$ cat src/include/tile_video_consts.svh
// ************************************************************
// Tile video constants
// Display geometry, host register map, ID value and the
// pixel pipeline depth shared by the display controller
// ************************************************************

`ifndef TILE_VIDEO_CONSTS_SVH
`define TILE_VIDEO_CONSTS_SVH

// Horizontal geometry in clocks
`define TV_H_VISIBLE 16
`define TV_H_FRONT 4
`define TV_H_SYNC 8
`define TV_H_TOTAL 128

// Vertical geometry in lines
`define TV_V_VISIBLE 8
`define TV_V_FRONT 1
`define TV_V_SYNC 2
`define TV_V_TOTAL 12

`define TV_WORDS_PER_LINE 4  // 16-bit words of 4-bit indices
`define TV_PIX_LATENCY 2     // Position to rgb, in clocks

// Host register map
`define TV_REG_CTRL 8'h00
`define TV_REG_VRAM_BASE 8'h01
`define TV_REG_STATUS 8'h02
`define TV_REG_ID 8'h03
`define TV_PAL_BASE 8'h10
`define TV_ID_VALUE 16'h7C01

`endif

$ cat src/hw/tile_video_pkg.sv
// ************************************************************
// Tile video package
// Vector types, bus structs and the fetcher state encoding
// ************************************************************

package tile_video_pkg;

  typedef logic [7:0]  mpu_addr_t;
  typedef logic [15:0] word_t;       // Host and VRAM data
  typedef logic [15:0] vram_addr_t;  // VRAM word address
  typedef logic [3:0]  pix_index_t;
  typedef logic [11:0] rgb_t;        // 4:4:4
  typedef logic [6:0]  hpos_t;
  typedef logic [3:0]  vpos_t;

  // One host access, valid for a single clock
  typedef struct packed {
    logic      en;
    logic      wr;
    mpu_addr_t addr;
    word_t     wdata;
  } mpu_req_t;

  typedef struct packed {
    logic       en;
    pix_index_t index;
    rgb_t       rgb;
  } pal_wr_t;

  typedef struct packed {
    logic       show;   // Low forces black
    pix_index_t index;
  } pix_t;

  // Sync is active low
  typedef struct packed {
    logic hsync;
    logic vsync;
    logic de;
  } video_t;

  typedef enum logic [1:0] {IDLE, REQ, WAIT_ACK_LOW, DONE} fetch_state_e;

endpackage

$ cat src/hw/mpu_regs.sv
// ************************************************************
// Host register block
// Decodes host accesses, holds control and VRAM base, keeps
// the sticky underrun flag and routes palette writes
// ************************************************************

`timescale 1ns/1ps
`include "tile_video_consts.svh"

module mpu_regs (
  input  logic                       clk,
  input  logic                       rst_n,
  input  tile_video_pkg::mpu_req_t   mpu_req,
  input  tile_video_pkg::vpos_t      v_pos,
  input  logic                       underrun_pulse,
  output tile_video_pkg::word_t      mpu_rdata,
  output logic                       display_on,
  output tile_video_pkg::vram_addr_t vram_base,
  output tile_video_pkg::pal_wr_t    pal_wr
);

  tile_video_pkg::word_t ctrl;
  tile_video_pkg::word_t rd_mux;
  logic                  underrun;
  logic                  rd_en;
  logic                  wr_en;
  logic                  pal_sel;
  logic                  status_clr;

  assign rd_en   = mpu_req.en && !mpu_req.wr;
  assign wr_en   = mpu_req.en && mpu_req.wr;
  assign pal_sel = ((mpu_req.addr & 8'hF0) == `TV_PAL_BASE);  // 16 entries

  assign display_on = ctrl[0];

  // Palette write lands at the same edge as the host write
  assign pal_wr.en    = wr_en && pal_sel;
  assign pal_wr.index = mpu_req.addr[3:0];
  assign pal_wr.rgb   = mpu_req.wdata[11:0];

  // Write 1 to status bit 0 to clear
  assign status_clr = wr_en && (mpu_req.addr == `TV_REG_STATUS) && mpu_req.wdata[0];

  always_ff @(posedge clk or negedge rst_n) begin
    if (!rst_n) begin
      ctrl      <= '0;
      vram_base <= '0;
    end else if (wr_en) begin
      case (mpu_req.addr)
        `TV_REG_CTRL:      ctrl <= mpu_req.wdata;
        `TV_REG_VRAM_BASE: vram_base <= mpu_req.wdata;
        default: ;
      endcase
    end
  end

  // Sticky, a new underrun wins over a clear
  always_ff @(posedge clk or negedge rst_n) begin
    if (!rst_n) begin
      underrun <= 1'b0;
    end else if (underrun_pulse) begin
      underrun <= 1'b1;
    end else if (status_clr) begin
      underrun <= 1'b0;
    end
  end

  // Palette and unmapped addresses read as zero
  always_comb begin
    case (mpu_req.addr)
      `TV_REG_CTRL:      rd_mux = ctrl;
      `TV_REG_VRAM_BASE: rd_mux = vram_base;
      `TV_REG_STATUS:    rd_mux = {4'b0, v_pos, 7'b0, underrun};
      `TV_REG_ID:        rd_mux = `TV_ID_VALUE;
      default:           rd_mux = '0;
    endcase
  end

  always_ff @(posedge clk or negedge rst_n) begin
    if (!rst_n) begin
      mpu_rdata <= '0;
    end else if (rd_en) begin
      mpu_rdata <= rd_mux;  // Valid the clock after the read
    end
  end

endmodule

$ cat src/hw/display_timer.sv
// ************************************************************
// Display timing generator
// Pixel and line counters, sync and blank decode, line and
// fetch events, and the delayed sync set for the outputs
// ************************************************************

`timescale 1ns/1ps
`include "tile_video_consts.svh"

module display_timer (
  input  logic                   clk,
  input  logic                   rst_n,
  output tile_video_pkg::hpos_t  h_pos,
  output tile_video_pkg::vpos_t  v_pos,
  output logic                   de_raw,
  output logic                   line_start,
  output logic                   fetch_start,
  output tile_video_pkg::vpos_t  fetch_line,
  output tile_video_pkg::video_t video
);

  tile_video_pkg::video_t video_raw;
  tile_video_pkg::video_t video_pipe [`TV_PIX_LATENCY];
  logic                   h_last;
  logic                   v_last;
  logic                   v_vis;

  assign h_last = (h_pos == tile_video_pkg::hpos_t'(`TV_H_TOTAL - 1));
  assign v_last = (v_pos == tile_video_pkg::vpos_t'(`TV_V_TOTAL - 1));
  assign v_vis  = (v_pos < tile_video_pkg::vpos_t'(`TV_V_VISIBLE));

  always_ff @(posedge clk or negedge rst_n) begin
    if (!rst_n) begin
      h_pos <= '0;
      v_pos <= '0;
    end else if (h_last) begin
      h_pos <= '0;
      v_pos <= v_last ? '0 : v_pos + 1'b1;
    end else begin
      h_pos <= h_pos + 1'b1;
    end
  end

  assign de_raw     = v_vis && (h_pos < tile_video_pkg::hpos_t'(`TV_H_VISIBLE));
  assign line_start = v_vis && (h_pos == '0);

  // Fetch the next line right after the visible part of this one
  assign fetch_line  = v_last ? '0 : v_pos + 1'b1;
  assign fetch_start = (h_pos == tile_video_pkg::hpos_t'(`TV_H_VISIBLE)) &&
                       (fetch_line < tile_video_pkg::vpos_t'(`TV_V_VISIBLE));

  assign video_raw.hsync =
    !((h_pos >= tile_video_pkg::hpos_t'(`TV_H_VISIBLE + `TV_H_FRONT)) &&
      (h_pos < tile_video_pkg::hpos_t'(`TV_H_VISIBLE + `TV_H_FRONT + `TV_H_SYNC)));
  assign video_raw.vsync =
    !((v_pos >= tile_video_pkg::vpos_t'(`TV_V_VISIBLE + `TV_V_FRONT)) &&
      (v_pos < tile_video_pkg::vpos_t'(`TV_V_VISIBLE + `TV_V_FRONT + `TV_V_SYNC)));
  assign video_raw.de = de_raw;

  // Match the line buffer and palette register stages
  always_ff @(posedge clk or negedge rst_n) begin
    if (!rst_n) begin
      for (int i = 0; i < `TV_PIX_LATENCY; i++) begin
        video_pipe[i] <= '{hsync: 1'b1, vsync: 1'b1, de: 1'b0};
      end
    end else begin
      video_pipe[0] <= video_raw;
      for (int i = 1; i < `TV_PIX_LATENCY; i++) begin
        video_pipe[i] <= video_pipe[i-1];
      end
    end
  end

  assign video = video_pipe[`TV_PIX_LATENCY-1];

endmodule

$ cat src/hw/line_fetcher.sv
// ************************************************************
// Line fetcher
// Reads one line of palette indices from VRAM with a
// four-phase req/ack handshake and flags late lines
// ************************************************************

`timescale 1ns/1ps
`include "tile_video_consts.svh"

module line_fetcher (
  input  logic                       clk,
  input  logic                       rst_n,
  input  logic                       display_on,
  input  tile_video_pkg::vram_addr_t vram_base,
  input  logic                       fetch_start,
  input  tile_video_pkg::vpos_t      fetch_line,
  input  logic                       line_start,
  output logic                       vram_req,
  output tile_video_pkg::vram_addr_t vram_addr,
  input  logic                       vram_ack,
  input  tile_video_pkg::word_t      vram_rdata,
  output logic                       buf_we,
  output logic [1:0]                 buf_addr,
  output tile_video_pkg::word_t      buf_data,
  output logic                       line_ready,
  output logic                       underrun_pulse
);

  tile_video_pkg::fetch_state_e state;
  logic [1:0]                   word_cnt;
  logic                         late;       // Line start passed mid-fetch
  logic                         busy;
  logic                         last_word;

  assign busy      = (state == tile_video_pkg::REQ) || (state == tile_video_pkg::WAIT_ACK_LOW);
  assign last_word = (word_cnt == 2'(`TV_WORDS_PER_LINE - 1));

  assign vram_req = (state == tile_video_pkg::REQ);
  assign buf_we   = vram_req && vram_ack;  // Capture while ack is high
  assign buf_addr = word_cnt;
  assign buf_data = vram_rdata;

  always_ff @(posedge clk or negedge rst_n) begin
    if (!rst_n) begin
      state          <= tile_video_pkg::IDLE;
      word_cnt       <= '0;
      vram_addr      <= '0;
      late           <= 1'b0;
      line_ready     <= 1'b0;
      underrun_pulse <= 1'b0;
    end else begin
      underrun_pulse <= line_start && busy;
      if (fetch_start) begin
        line_ready <= 1'b0;
      end
      if (line_start && busy) begin
        late <= 1'b1;
      end
      case (state)
        tile_video_pkg::IDLE, tile_video_pkg::DONE: begin
          if (fetch_start && display_on) begin
            state     <= tile_video_pkg::REQ;
            word_cnt  <= '0;
            late      <= 1'b0;
            vram_addr <= vram_base + tile_video_pkg::vram_addr_t'(fetch_line) *
                         tile_video_pkg::vram_addr_t'(`TV_WORDS_PER_LINE);
          end else if (line_start) begin
            state <= tile_video_pkg::IDLE;  // Line is on screen now
          end
        end
        tile_video_pkg::REQ: begin
          if (vram_ack) begin
            state <= tile_video_pkg::WAIT_ACK_LOW;
          end
        end
        tile_video_pkg::WAIT_ACK_LOW: begin
          if (!vram_ack) begin
            if (last_word) begin
              // A late line stays black for its whole span
              line_ready <= !(late || line_start);
              state      <= (late || line_start) ? tile_video_pkg::IDLE : tile_video_pkg::DONE;
            end else begin
              word_cnt  <= word_cnt + 1'b1;
              vram_addr <= vram_addr + 1'b1;
              state     <= tile_video_pkg::REQ;
            end
          end
        end
        default: state <= tile_video_pkg::IDLE;
      endcase
    end
  end

endmodule

$ cat src/hw/line_buffer.sv
// ************************************************************
// Line buffer
// Holds one fetched line and picks the palette index for
// the current pixel
// ************************************************************

`timescale 1ns/1ps

module line_buffer (
  input  logic                  clk,
  input  logic                  rst_n,
  input  logic                  buf_we,
  input  logic [1:0]            buf_addr,
  input  tile_video_pkg::word_t buf_data,
  input  tile_video_pkg::hpos_t h_pos,
  input  logic                  de_raw,
  input  logic                  line_ready,
  input  logic                  display_on,
  output tile_video_pkg::pix_t  pix
);

  tile_video_pkg::word_t mem [4];
  tile_video_pkg::word_t cur_word;

  always_ff @(posedge clk) begin
    if (buf_we) begin
      mem[buf_addr] <= buf_data;
    end
  end

  assign cur_word = mem[h_pos[3:2]];  // Four pixels per word

  always_ff @(posedge clk or negedge rst_n) begin
    if (!rst_n) begin
      pix <= '0;
    end else begin
      pix.show  <= de_raw && line_ready && display_on;
      pix.index <= cur_word[{h_pos[1:0], 2'b00} +: 4];  // Pixel 0 in bits 3:0
    end
  end

endmodule

$ cat src/hw/palette_ram.sv
// ************************************************************
// Palette
// 16-entry 4:4:4 colour table with a host write port and a
// registered pixel lookup
// ************************************************************

`timescale 1ns/1ps

module palette_ram (
  input  logic                    clk,
  input  logic                    rst_n,
  input  tile_video_pkg::pal_wr_t pal_wr,
  input  tile_video_pkg::pix_t    pix,
  output tile_video_pkg::rgb_t    rgb
);

  tile_video_pkg::rgb_t table_q [16];

  always_ff @(posedge clk or negedge rst_n) begin
    if (!rst_n) begin
      for (int i = 0; i < 16; i++) begin
        table_q[i] <= '0;
      end
    end else if (pal_wr.en) begin
      table_q[pal_wr.index] <= pal_wr.rgb;
    end
  end

  always_ff @(posedge clk or negedge rst_n) begin
    if (!rst_n) begin
      rgb <= '0;
    end else begin
      rgb <= pix.show ? table_q[pix.index] : '0;  // Black in blanking
    end
  end

endmodule

$ cat src/hw/tile_video_top.sv
// ************************************************************
// Tile video display controller
// Host registers, timing, VRAM line fetch, line buffer and
// palette lookup to 12-bit RGB
// ************************************************************

`timescale 1ns/1ps

module tile_video_top (
  input  logic                       clk,
  input  logic                       rst_n,
  input  tile_video_pkg::mpu_req_t   mpu_req,
  output tile_video_pkg::word_t      mpu_rdata,
  output logic                       vram_req,
  output tile_video_pkg::vram_addr_t vram_addr,
  input  logic                       vram_ack,
  input  tile_video_pkg::word_t      vram_rdata,
  output logic                       hsync,
  output logic                       vsync,
  output logic                       de,
  output tile_video_pkg::rgb_t       rgb
);

  tile_video_pkg::vram_addr_t vram_base;
  tile_video_pkg::pal_wr_t    pal_wr;
  tile_video_pkg::hpos_t      h_pos;
  tile_video_pkg::vpos_t      v_pos;
  tile_video_pkg::vpos_t      fetch_line;
  tile_video_pkg::video_t     video;
  tile_video_pkg::pix_t       pix;
  tile_video_pkg::word_t      buf_data;
  logic [1:0]                 buf_addr;
  logic                       buf_we;
  logic                       display_on;
  logic                       underrun_pulse;
  logic                       de_raw;
  logic                       line_start;
  logic                       fetch_start;
  logic                       line_ready;

  mpu_regs u_regs (
    .clk(clk), .rst_n(rst_n), .mpu_req(mpu_req), .v_pos(v_pos),
    .underrun_pulse(underrun_pulse), .mpu_rdata(mpu_rdata),
    .display_on(display_on), .vram_base(vram_base), .pal_wr(pal_wr)
  );

  display_timer u_timer (
    .clk(clk), .rst_n(rst_n), .h_pos(h_pos), .v_pos(v_pos), .de_raw(de_raw),
    .line_start(line_start), .fetch_start(fetch_start), .fetch_line(fetch_line),
    .video(video)
  );

  line_fetcher u_fetch (
    .clk(clk), .rst_n(rst_n), .display_on(display_on), .vram_base(vram_base),
    .fetch_start(fetch_start), .fetch_line(fetch_line), .line_start(line_start),
    .vram_req(vram_req), .vram_addr(vram_addr), .vram_ack(vram_ack),
    .vram_rdata(vram_rdata), .buf_we(buf_we), .buf_addr(buf_addr),
    .buf_data(buf_data), .line_ready(line_ready), .underrun_pulse(underrun_pulse)
  );

  line_buffer u_lbuf (
    .clk(clk), .rst_n(rst_n), .buf_we(buf_we), .buf_addr(buf_addr),
    .buf_data(buf_data), .h_pos(h_pos), .de_raw(de_raw), .line_ready(line_ready),
    .display_on(display_on), .pix(pix)
  );

  palette_ram u_pal (
    .clk(clk), .rst_n(rst_n), .pal_wr(pal_wr), .pix(pix), .rgb(rgb)
  );

  assign {hsync, vsync, de} = video;  // Already aligned with rgb

endmodule

$ cat config.mk
export PLATFORM = sky130hd
export DESIGN_NAME = tile_video_top
export DESIGN_NICKNAME = d
export VERILOG_FILES = /design/src/hw/tile_video_pkg.sv /design/src/hw/mpu_regs.sv /design/src/hw/display_timer.sv /design/src/hw/line_fetcher.sv /design/src/hw/line_buffer.sv /design/src/hw/palette_ram.sv /design/src/hw/tile_video_top.sv
export VERILOG_INCLUDE_DIRS = /design/src /design/src/include
export SDC_FILE = /design/constraint.sdc
export NUM_CORES = 1
export LEC_CHECK = 0
export ABC_AREA = 1
export ABC_CLOCK_PERIOD_IN_PS = 2900
export BUFFER_PORTS_ARGS = -buffer_cell sky130_fd_sc_hd__clkbuf_2
export CAP_MARGIN = 30
export CORE_MARGIN = 3
export CORE_UTILIZATION = 61
export CTS_CLUSTER_DIAMETER = 40
export CTS_CLUSTER_SIZE = 10
export DETAILED_ROUTE_END_ITERATION = 8
export PLACE_DENSITY = 0.92
export REMOVE_ABC_BUFFERS = 1
export SLEW_MARGIN = 15
export SYNTH_ARGS = -nofsm -noshare
export SYNTH_HDL_FRONTEND = slang
export SYNTH_SLANG_ARGS = --single-unit
$ cat constraint.sdc
create_clock -name clk -period 2.9 [get_ports clk]
set_clock_uncertainty 0.2 [all_clocks]
set_input_delay 0.29 -clock clk [delete_from_list [all_inputs] [get_ports clk]]
set_output_delay 0.29 -clock clk [all_outputs]
set_load 0.05 [all_outputs]
# Yosys cells after proc, flatten, opt, wreduce, memory -nomap -nowiden
# Memories as Yosys holds them, arrays and structs flattened.
# Cells that the tools add are included.
[word_totals]
regBits = 298
mem_bits_rw = 64
inputBits = 45
mem_count = 1
[op_classes]
n_addsub = 5
n_lt_le_gt_ge = 10
n_eq_ne = 16
shifts = 1
muxes = 36
bitwise_logic = 2
n_reduce_logical = 32
[memory_table]
columns = ["name", "depth", "width", "read_ports", "rd_ports_with_merged_regs", "wr", "line_no", "source"]
rows = [
  ["u_lbuf.mem", 4, 16, 1, 0, 1, "line_buffer.sv:22", "tile_video_pkg::word_t mem [4];"],
]
[ops]
columns = ["op", "count"]
rows = [
  ["192-bit bitwise mux", 1],
  ["16-bit case mux with 4 select lines", 1],
  ["12-bit binary-select mux with 4-bit select", 1],
  ["12-bit demux with 4-bit select", 1],
  ["12-bit two-way mux", 4],
  ["16-bit two-way mux", 3],
  ["16-bit case mux with 2 select lines", 1],
  ["2-bit two-way mux", 9],
  ["16-bit by 1-bit adder with 16-bit output (second input constant)", 1],
  ["16-bit by 6-bit adder with 16-bit output", 1],
  ["8-bit by 2-bit equality test with 1-bit output (second input constant)", 2],
  ["1-bit logical AND", 16],
  ["16-bit by 5-bit indexed part select with 4-bit output", 1],
  ["7-bit by 5-bit less-than comparator with 1-bit output (second input constant)", 2],
  ["4-bit less-than comparator (second input constant)", 3],
  ["1-bit two-way mux", 11],
  ["5-bit >= comparator (second input constant)", 2],
  ["4-bit NOT with 5-bit output", 2],
  ["8-bit by 1-bit equality test with 1-bit output (second input constant)", 1],
  ["8-bit logical NOT", 1],
  ["7-bit by 1-bit adder with 7-bit output (second input constant)", 1],
  ["7-bit by 5-bit equality test with 1-bit output (second input constant)", 1],
  ["7-bit equality test (second input constant)", 1],
  ["7-bit by 5-bit >= comparator with 1-bit output (second input constant)", 1],
  ["24 further kinds", 34],
]

# Depth between registers and ports, before layout
[logic_depth]
ltp_word = 8
mapped_depth = 18
depth_no_buf = 18

# By module
# From an unflattened synthesis, not the netlist that was laid out.
[hier_totals]
hier_cells = 2273
hier_area_um2 = 17977.2
[modules_own_cells]
columns = ["module", "instances", "cells_each", "area_per_inst_um2", "seq_area_each_um2"]
rows = [
  ["palette_ram", 1, 1266, 9700.6, 5104.9],
  ["line_buffer", 1, 272, 2939.1, 2047.0],
  ["mpu_regs", 1, 304, 2432.3, 1226.2],
  ["line_fetcher", 1, 331, 2065.7, 575.6],
  ["display_timer", 1, 100, 839.6, 430.4],
]

# Worst setup path before layout
# No wires, ideal clock.
[synth_timing]
path_kind = "register -> register"
from = "register u_timer.v_pos[0]"
to = "register u_fetch.vram_addr[8]"
t_arrival_ns = 2.159
required_time_ns = 2.634
setup_slack_ns = 0.475
path_stages_with_launch = 14
n_path_buf = 0
period_less_slack_ns = 2.425
path_cell_list = "dfrtp_1 ha_1 inv_1 o31ai_1 inv_1 ha_1 fa_1 nand3_1 nand2_1 nand2_1 o21ai_0 o21ai_0 nand2_1 nand2_1"
[synth_via]
elab_chain_cells = 7
[synth_rtl]
columns = ["item", "line_no", "source"]
rows = [
  ["from (decl)", "display_timer.sv:14", "output tile_video_pkg::vpos_t v_pos,"],
  ["from (signal assigned)", "display_timer.sv:38", "v_pos <= v_last ? '0 : v_pos + 1'b1;"],
  ["4-bit by 1-bit adder with 4-bit output or 4-bit equality test (tied branches)", "display_timer.sv:48, display_timer.sv:29", ""],
  ["4-bit two-way mux *", "display_timer.sv:48", "assign fetch_line = v_last ? '0 : v_pos + 1'b1;"],
  ["named net fetch_line[0]", "tile_video_top.sv:28", "tile_video_pkg::vpos_t fetch_line;"],
  ["branches (longest 5 deep; another with 16-bit by 6-bit adder with 16-bit output)", "n/a", ""],
  ["to (signal assigned)", "line_fetcher.sv:65", "vram_addr <= vram_base + tile_video_pkg::vram_addr_t'(fetch_line) *"],
  ["to (signal assigned)", "line_fetcher.sv:84", "vram_addr <= vram_addr + 1'b1;"],
  ["to (decl)", "line_fetcher.sv:19", "output tile_video_pkg::vram_addr_t vram_addr,"],
]
# Mark *: on every way through the listed nets, which the timed path passes. The select of a mux whose other input is x is not followed.
# A chain may end at the register's enable or synchronous reset.

# Final worst setup path
# Ends and elaborated chain as after synthesis.

==> results.yml <==
status:
  status: "finished clean"
synthesis:
  syn-cell-area_um2: 16250
  synth_cell_types: 38
  synth_area_leaders: "dfrtp_1 (45%), edfxtp_1 (12%), nand2_1 (11%)"
  synth_top_family_by_area: "simple AND/OR/NAND/NOR gates"
  synth.avg_cell_area_um2: 8.738
  synth_fa_ha_area_frac: 0.01355
  syn_inst: 1860
  synth_edf_count: 64
  synth_xor_area_frac: 0.002156
  post-synth-top-area-cell: "dfrtp_1"
  yosys_most_used_dff: "dfrtp_1"
  synthMuxAreaShare: 0.0006159
  synthArstFlopShare: 0.8232
  synth_top_area_frac: 0.4527
  yosys_warnings: 0
  ys_ff_latch: 362
  synth_compound_area_frac: 0.1581
  seq_area_frac_synth: 0.5774
  synthSimpleGateAreaFrac: 0.2006
detailed_routing:
  wl_mm: 45.23
  wl_per_cell_um: 19.53
  avgViaCountPerCell: 6.253
  drc: 0
  first_pass_iters: 6
  initialDrtViolationCount: 1865
  vias: 14480
  ant_nets: 0
placed_design:
  dpl_cell_area_um2: 17040
  dp.final_hpwl_mm: 26.53
  place.gp.congestion: 0.9360
  port_buffers: 92
  place_ws_ns: 0.1359
global_route:
  first_global_vias: 14270
  track_usage: 0.3136
  grt-ovfl-total: 0
  grt_max_degree: 97
  antenna_found_initial: 0
  grt_pass1_wl_mm: 72.46
cts:
  clock-root-buffer: "clkbuf_16"
  cts_buffers: 46
  htree_levels: 2
  clock_latency_ns: 0.56
  clock_path_buffers: 3
  clock_sinks: 362
  cts.clk_slew.worst_paths_ns: 0.06
  cts_tree: "done"
final_layout:
  synthToLayoutAreaGrowth_pct: 15.17
  fillers: 1791
  regArea_um2: 9388
  layout.nets: 2016
  final_cell_mix: "nand2_1 (479), o21ai_0 (358), dfrtp_1 (291), nor2_1 (198), clkbuf_2 (91)"
  final_common_cell: "nand2_1"
  drive_gt1_frac: 0.1111
  antenna_cells: 0
  multi_input_area_um2: 6116
  design_area_um2: 18720
setup_path:
  worstSetupStartpointType: "register"
  cp_top_family: "compound AO/OA/AOI/OAI gates"
  reg2reg_slack_ns: 0.14
  max_stage_delay_ns: 0.44
  cpMostUsedCell: "nand2_1"
  crit_arrival_ns: 3.05
  critical_path_required_ns: 3.19
  critical_path.cell_chain: "ha_1 -> inv_1 -> o21ai_0 -> nand2_1 -> nand2_1 -> inv_1 -> ha_1 -> a21oi_1 -> nand2_2 -> nand2_2 -> o21ai_0 -> o21ai_0 -> nand2_1 -> nand2_1"
  end_kind: "register"
  cp_num_buf_inv: 2
  slowest_stage: "dfrtp_2"
  crit_fanout: 6
  path_class: "reg -> reg"
floorplanning:
  die_area_um2: 28640
  die_h_um: 169.2
  num_rows: 59
  die_w_um: 169.2
  start_util: 0.6219
  io_pins: 93
  coreArea_um2: 26130
sta:
  slew_viol_final: 0
  hold_viol: 0
  fin_ws_ns: 0.1445
  fin_crit_ns: 2.755
  tightest_slew_ns: 0.8675
  final.period_utilization: 0.9502
  max_freq_mhz: 362.9
  setup-tns-final_ns: 0
  maxSlewHeadroom: 0.4203
  rsz0062_at_grt: "no"
  setup_violations: 0
power:
  leakage_uw: 0.008505
  power_density_nw_per_um2: 584.2
  vdd_drop_max_mv: 0.5761
run:
  drv_cap: 0
min_path:
  hold_path_class: "in -> reg"
==> cells by family after synthesis <==
group,count (synthesis)
AO/OA/AOI/OAI,473
XOR/XNOR,4
adder cells (fa/ha/maj),17
buffers and inverters,199
flip-flops,362
multiplexers,1
AND/OR/NAND/NOR,804
==> layout make-up <==
| class | count | area share |
|---|---|---|
| Clock inverter | 11 | 0.007152 |
| Tap cell | 335 | 0.02239 |
| Inverter | 93 | 0.01865 |
| Multi-Input combinational cell | 1299 | 0.3267 |
| Timing Repair Buffer | 152 | 0.05682 |
| Clock buffer | 64 | 0.06671 |
| Sequential cell | 362 | 0.5015 |
==> synthesized netlist by cell type, drive strengths merged (2+ instances only) <==
| master | n |
|---|---|
| nor3 | 13 |
| edfxtp | 64 |
| nor2 | 202 |
| nor3b | 2 |
| or2 | 4 |
| inv | 91 |
| nand3 | 82 |
| clkinv | 2 |
| a22oi | 2 |
| dfrtp | 294 |
| o211ai | 56 |
| o21ai | 372 |
| a21oi | 25 |
| ha | 16 |
| xor2 | 3 |
| o2111ai | 11 |
| nand4 | 14 |
| o31ai | 2 |
| buf | 26 |
| nand2 | 486 |
| clkbuf | 80 |
| o21bai | 3 |
| dfstp | 4 |
==> per-layer routing <==
layer,track usage,vias to the layer above,share of wire
met5,0,-,0
met4,0.1394,0,0.039
met3,0.06592,169,0.10
met2,0.5179,998,0.49
met1,0.4048,6910,0.37
li1,-,6405,-
==> registers in the layout, indices dropped and copies added, names as in the netlist, 2 cells and up <==
register / flops
u_fetch.buf_addr: 2
u_fetch.state: 2
u_fetch.vram_addr: 16
u_lbuf.mem: 64
u_lbuf.pix: 5
u_pal.rgb: 12
u_pal.table_q: 192
u_regs.ctrl: 16
u_regs.mpu_rdata: 16
u_regs.vram_base: 16
u_timer.h_pos: 7
u_timer.v_pos: 4
u_timer.video: 3
u_timer.video_pipe: 3
==> worst reg2reg max path, stage by stage, from the launching register on <==
cell,delay (ns)
dfrtp_2,0.44
ha_1,0.22
inv_1,0.19
o21ai_0,0.13
nand2_1,0.08
nand2_1,0.08
inv_1,0.13
ha_1,0.30
a21oi_1,0.24
nand2_2,0.15
nand2_2,0.11
o21ai_0,0.08
o21ai_0,0.19
nand2_1,0.07
nand2_1,0.08
==> power breakdown <==
part | leakage [µW] | internal, µW | switching [µW]
Clock | 0.000670 | 3100 | 2140
Sequential | 0.00467 | 5270 | 55.1
Combinational | 0.00316 | 108 | 266
Total | 0.00850 | 8470 | 2460
==> worst paths after layout <==
kind	startpoint	end	cells past startpoint
worst max-delay path	u_timer.v_pos[0]	u_fetch.vram_addr[8]	14
worst min-delay path	mpu_req[24]	u_regs.mpu_rdata[2]	5
worst max register to register	u_timer.v_pos[0]	u_fetch.vram_addr[8]	14
worst min register to register	u_timer.video_pipe[3]	u_timer.video[0]	0
max in group asynchronous	rst_n	u_timer.video_pipe[4]	3
min in group asynchronous	rst_n	u_pal.table_q[137]	2
==> metrics by stage <==
stage | utilization | std cells | total power, µW | hold WS (ns)
floorplan | - | 1754 | 5525 | -0.2056
global placement | 0.6522 | 2214 | 5720 | 0.06583
CTS | 0.7143 | 2313 | 10930 | 0.01323
detailed placement | 0.6522 | 2214 | 5741 | 0.07385
global route | 0.7163 | 2316 | 11220 | 0.05340
finish | 0.7163 | 2316 | 10940 | 0.03029
==> timing repair <==
item                                    in CTS  in global routing
setup buffers                                0                  2
hold buffers                                24                  0
gates resized for setup                      0                  6
endpoints found under the setup margin       0                  5
endpoints found under the hold margin      215                  0
No activity file was read; power rests on OpenSTA's default activity.
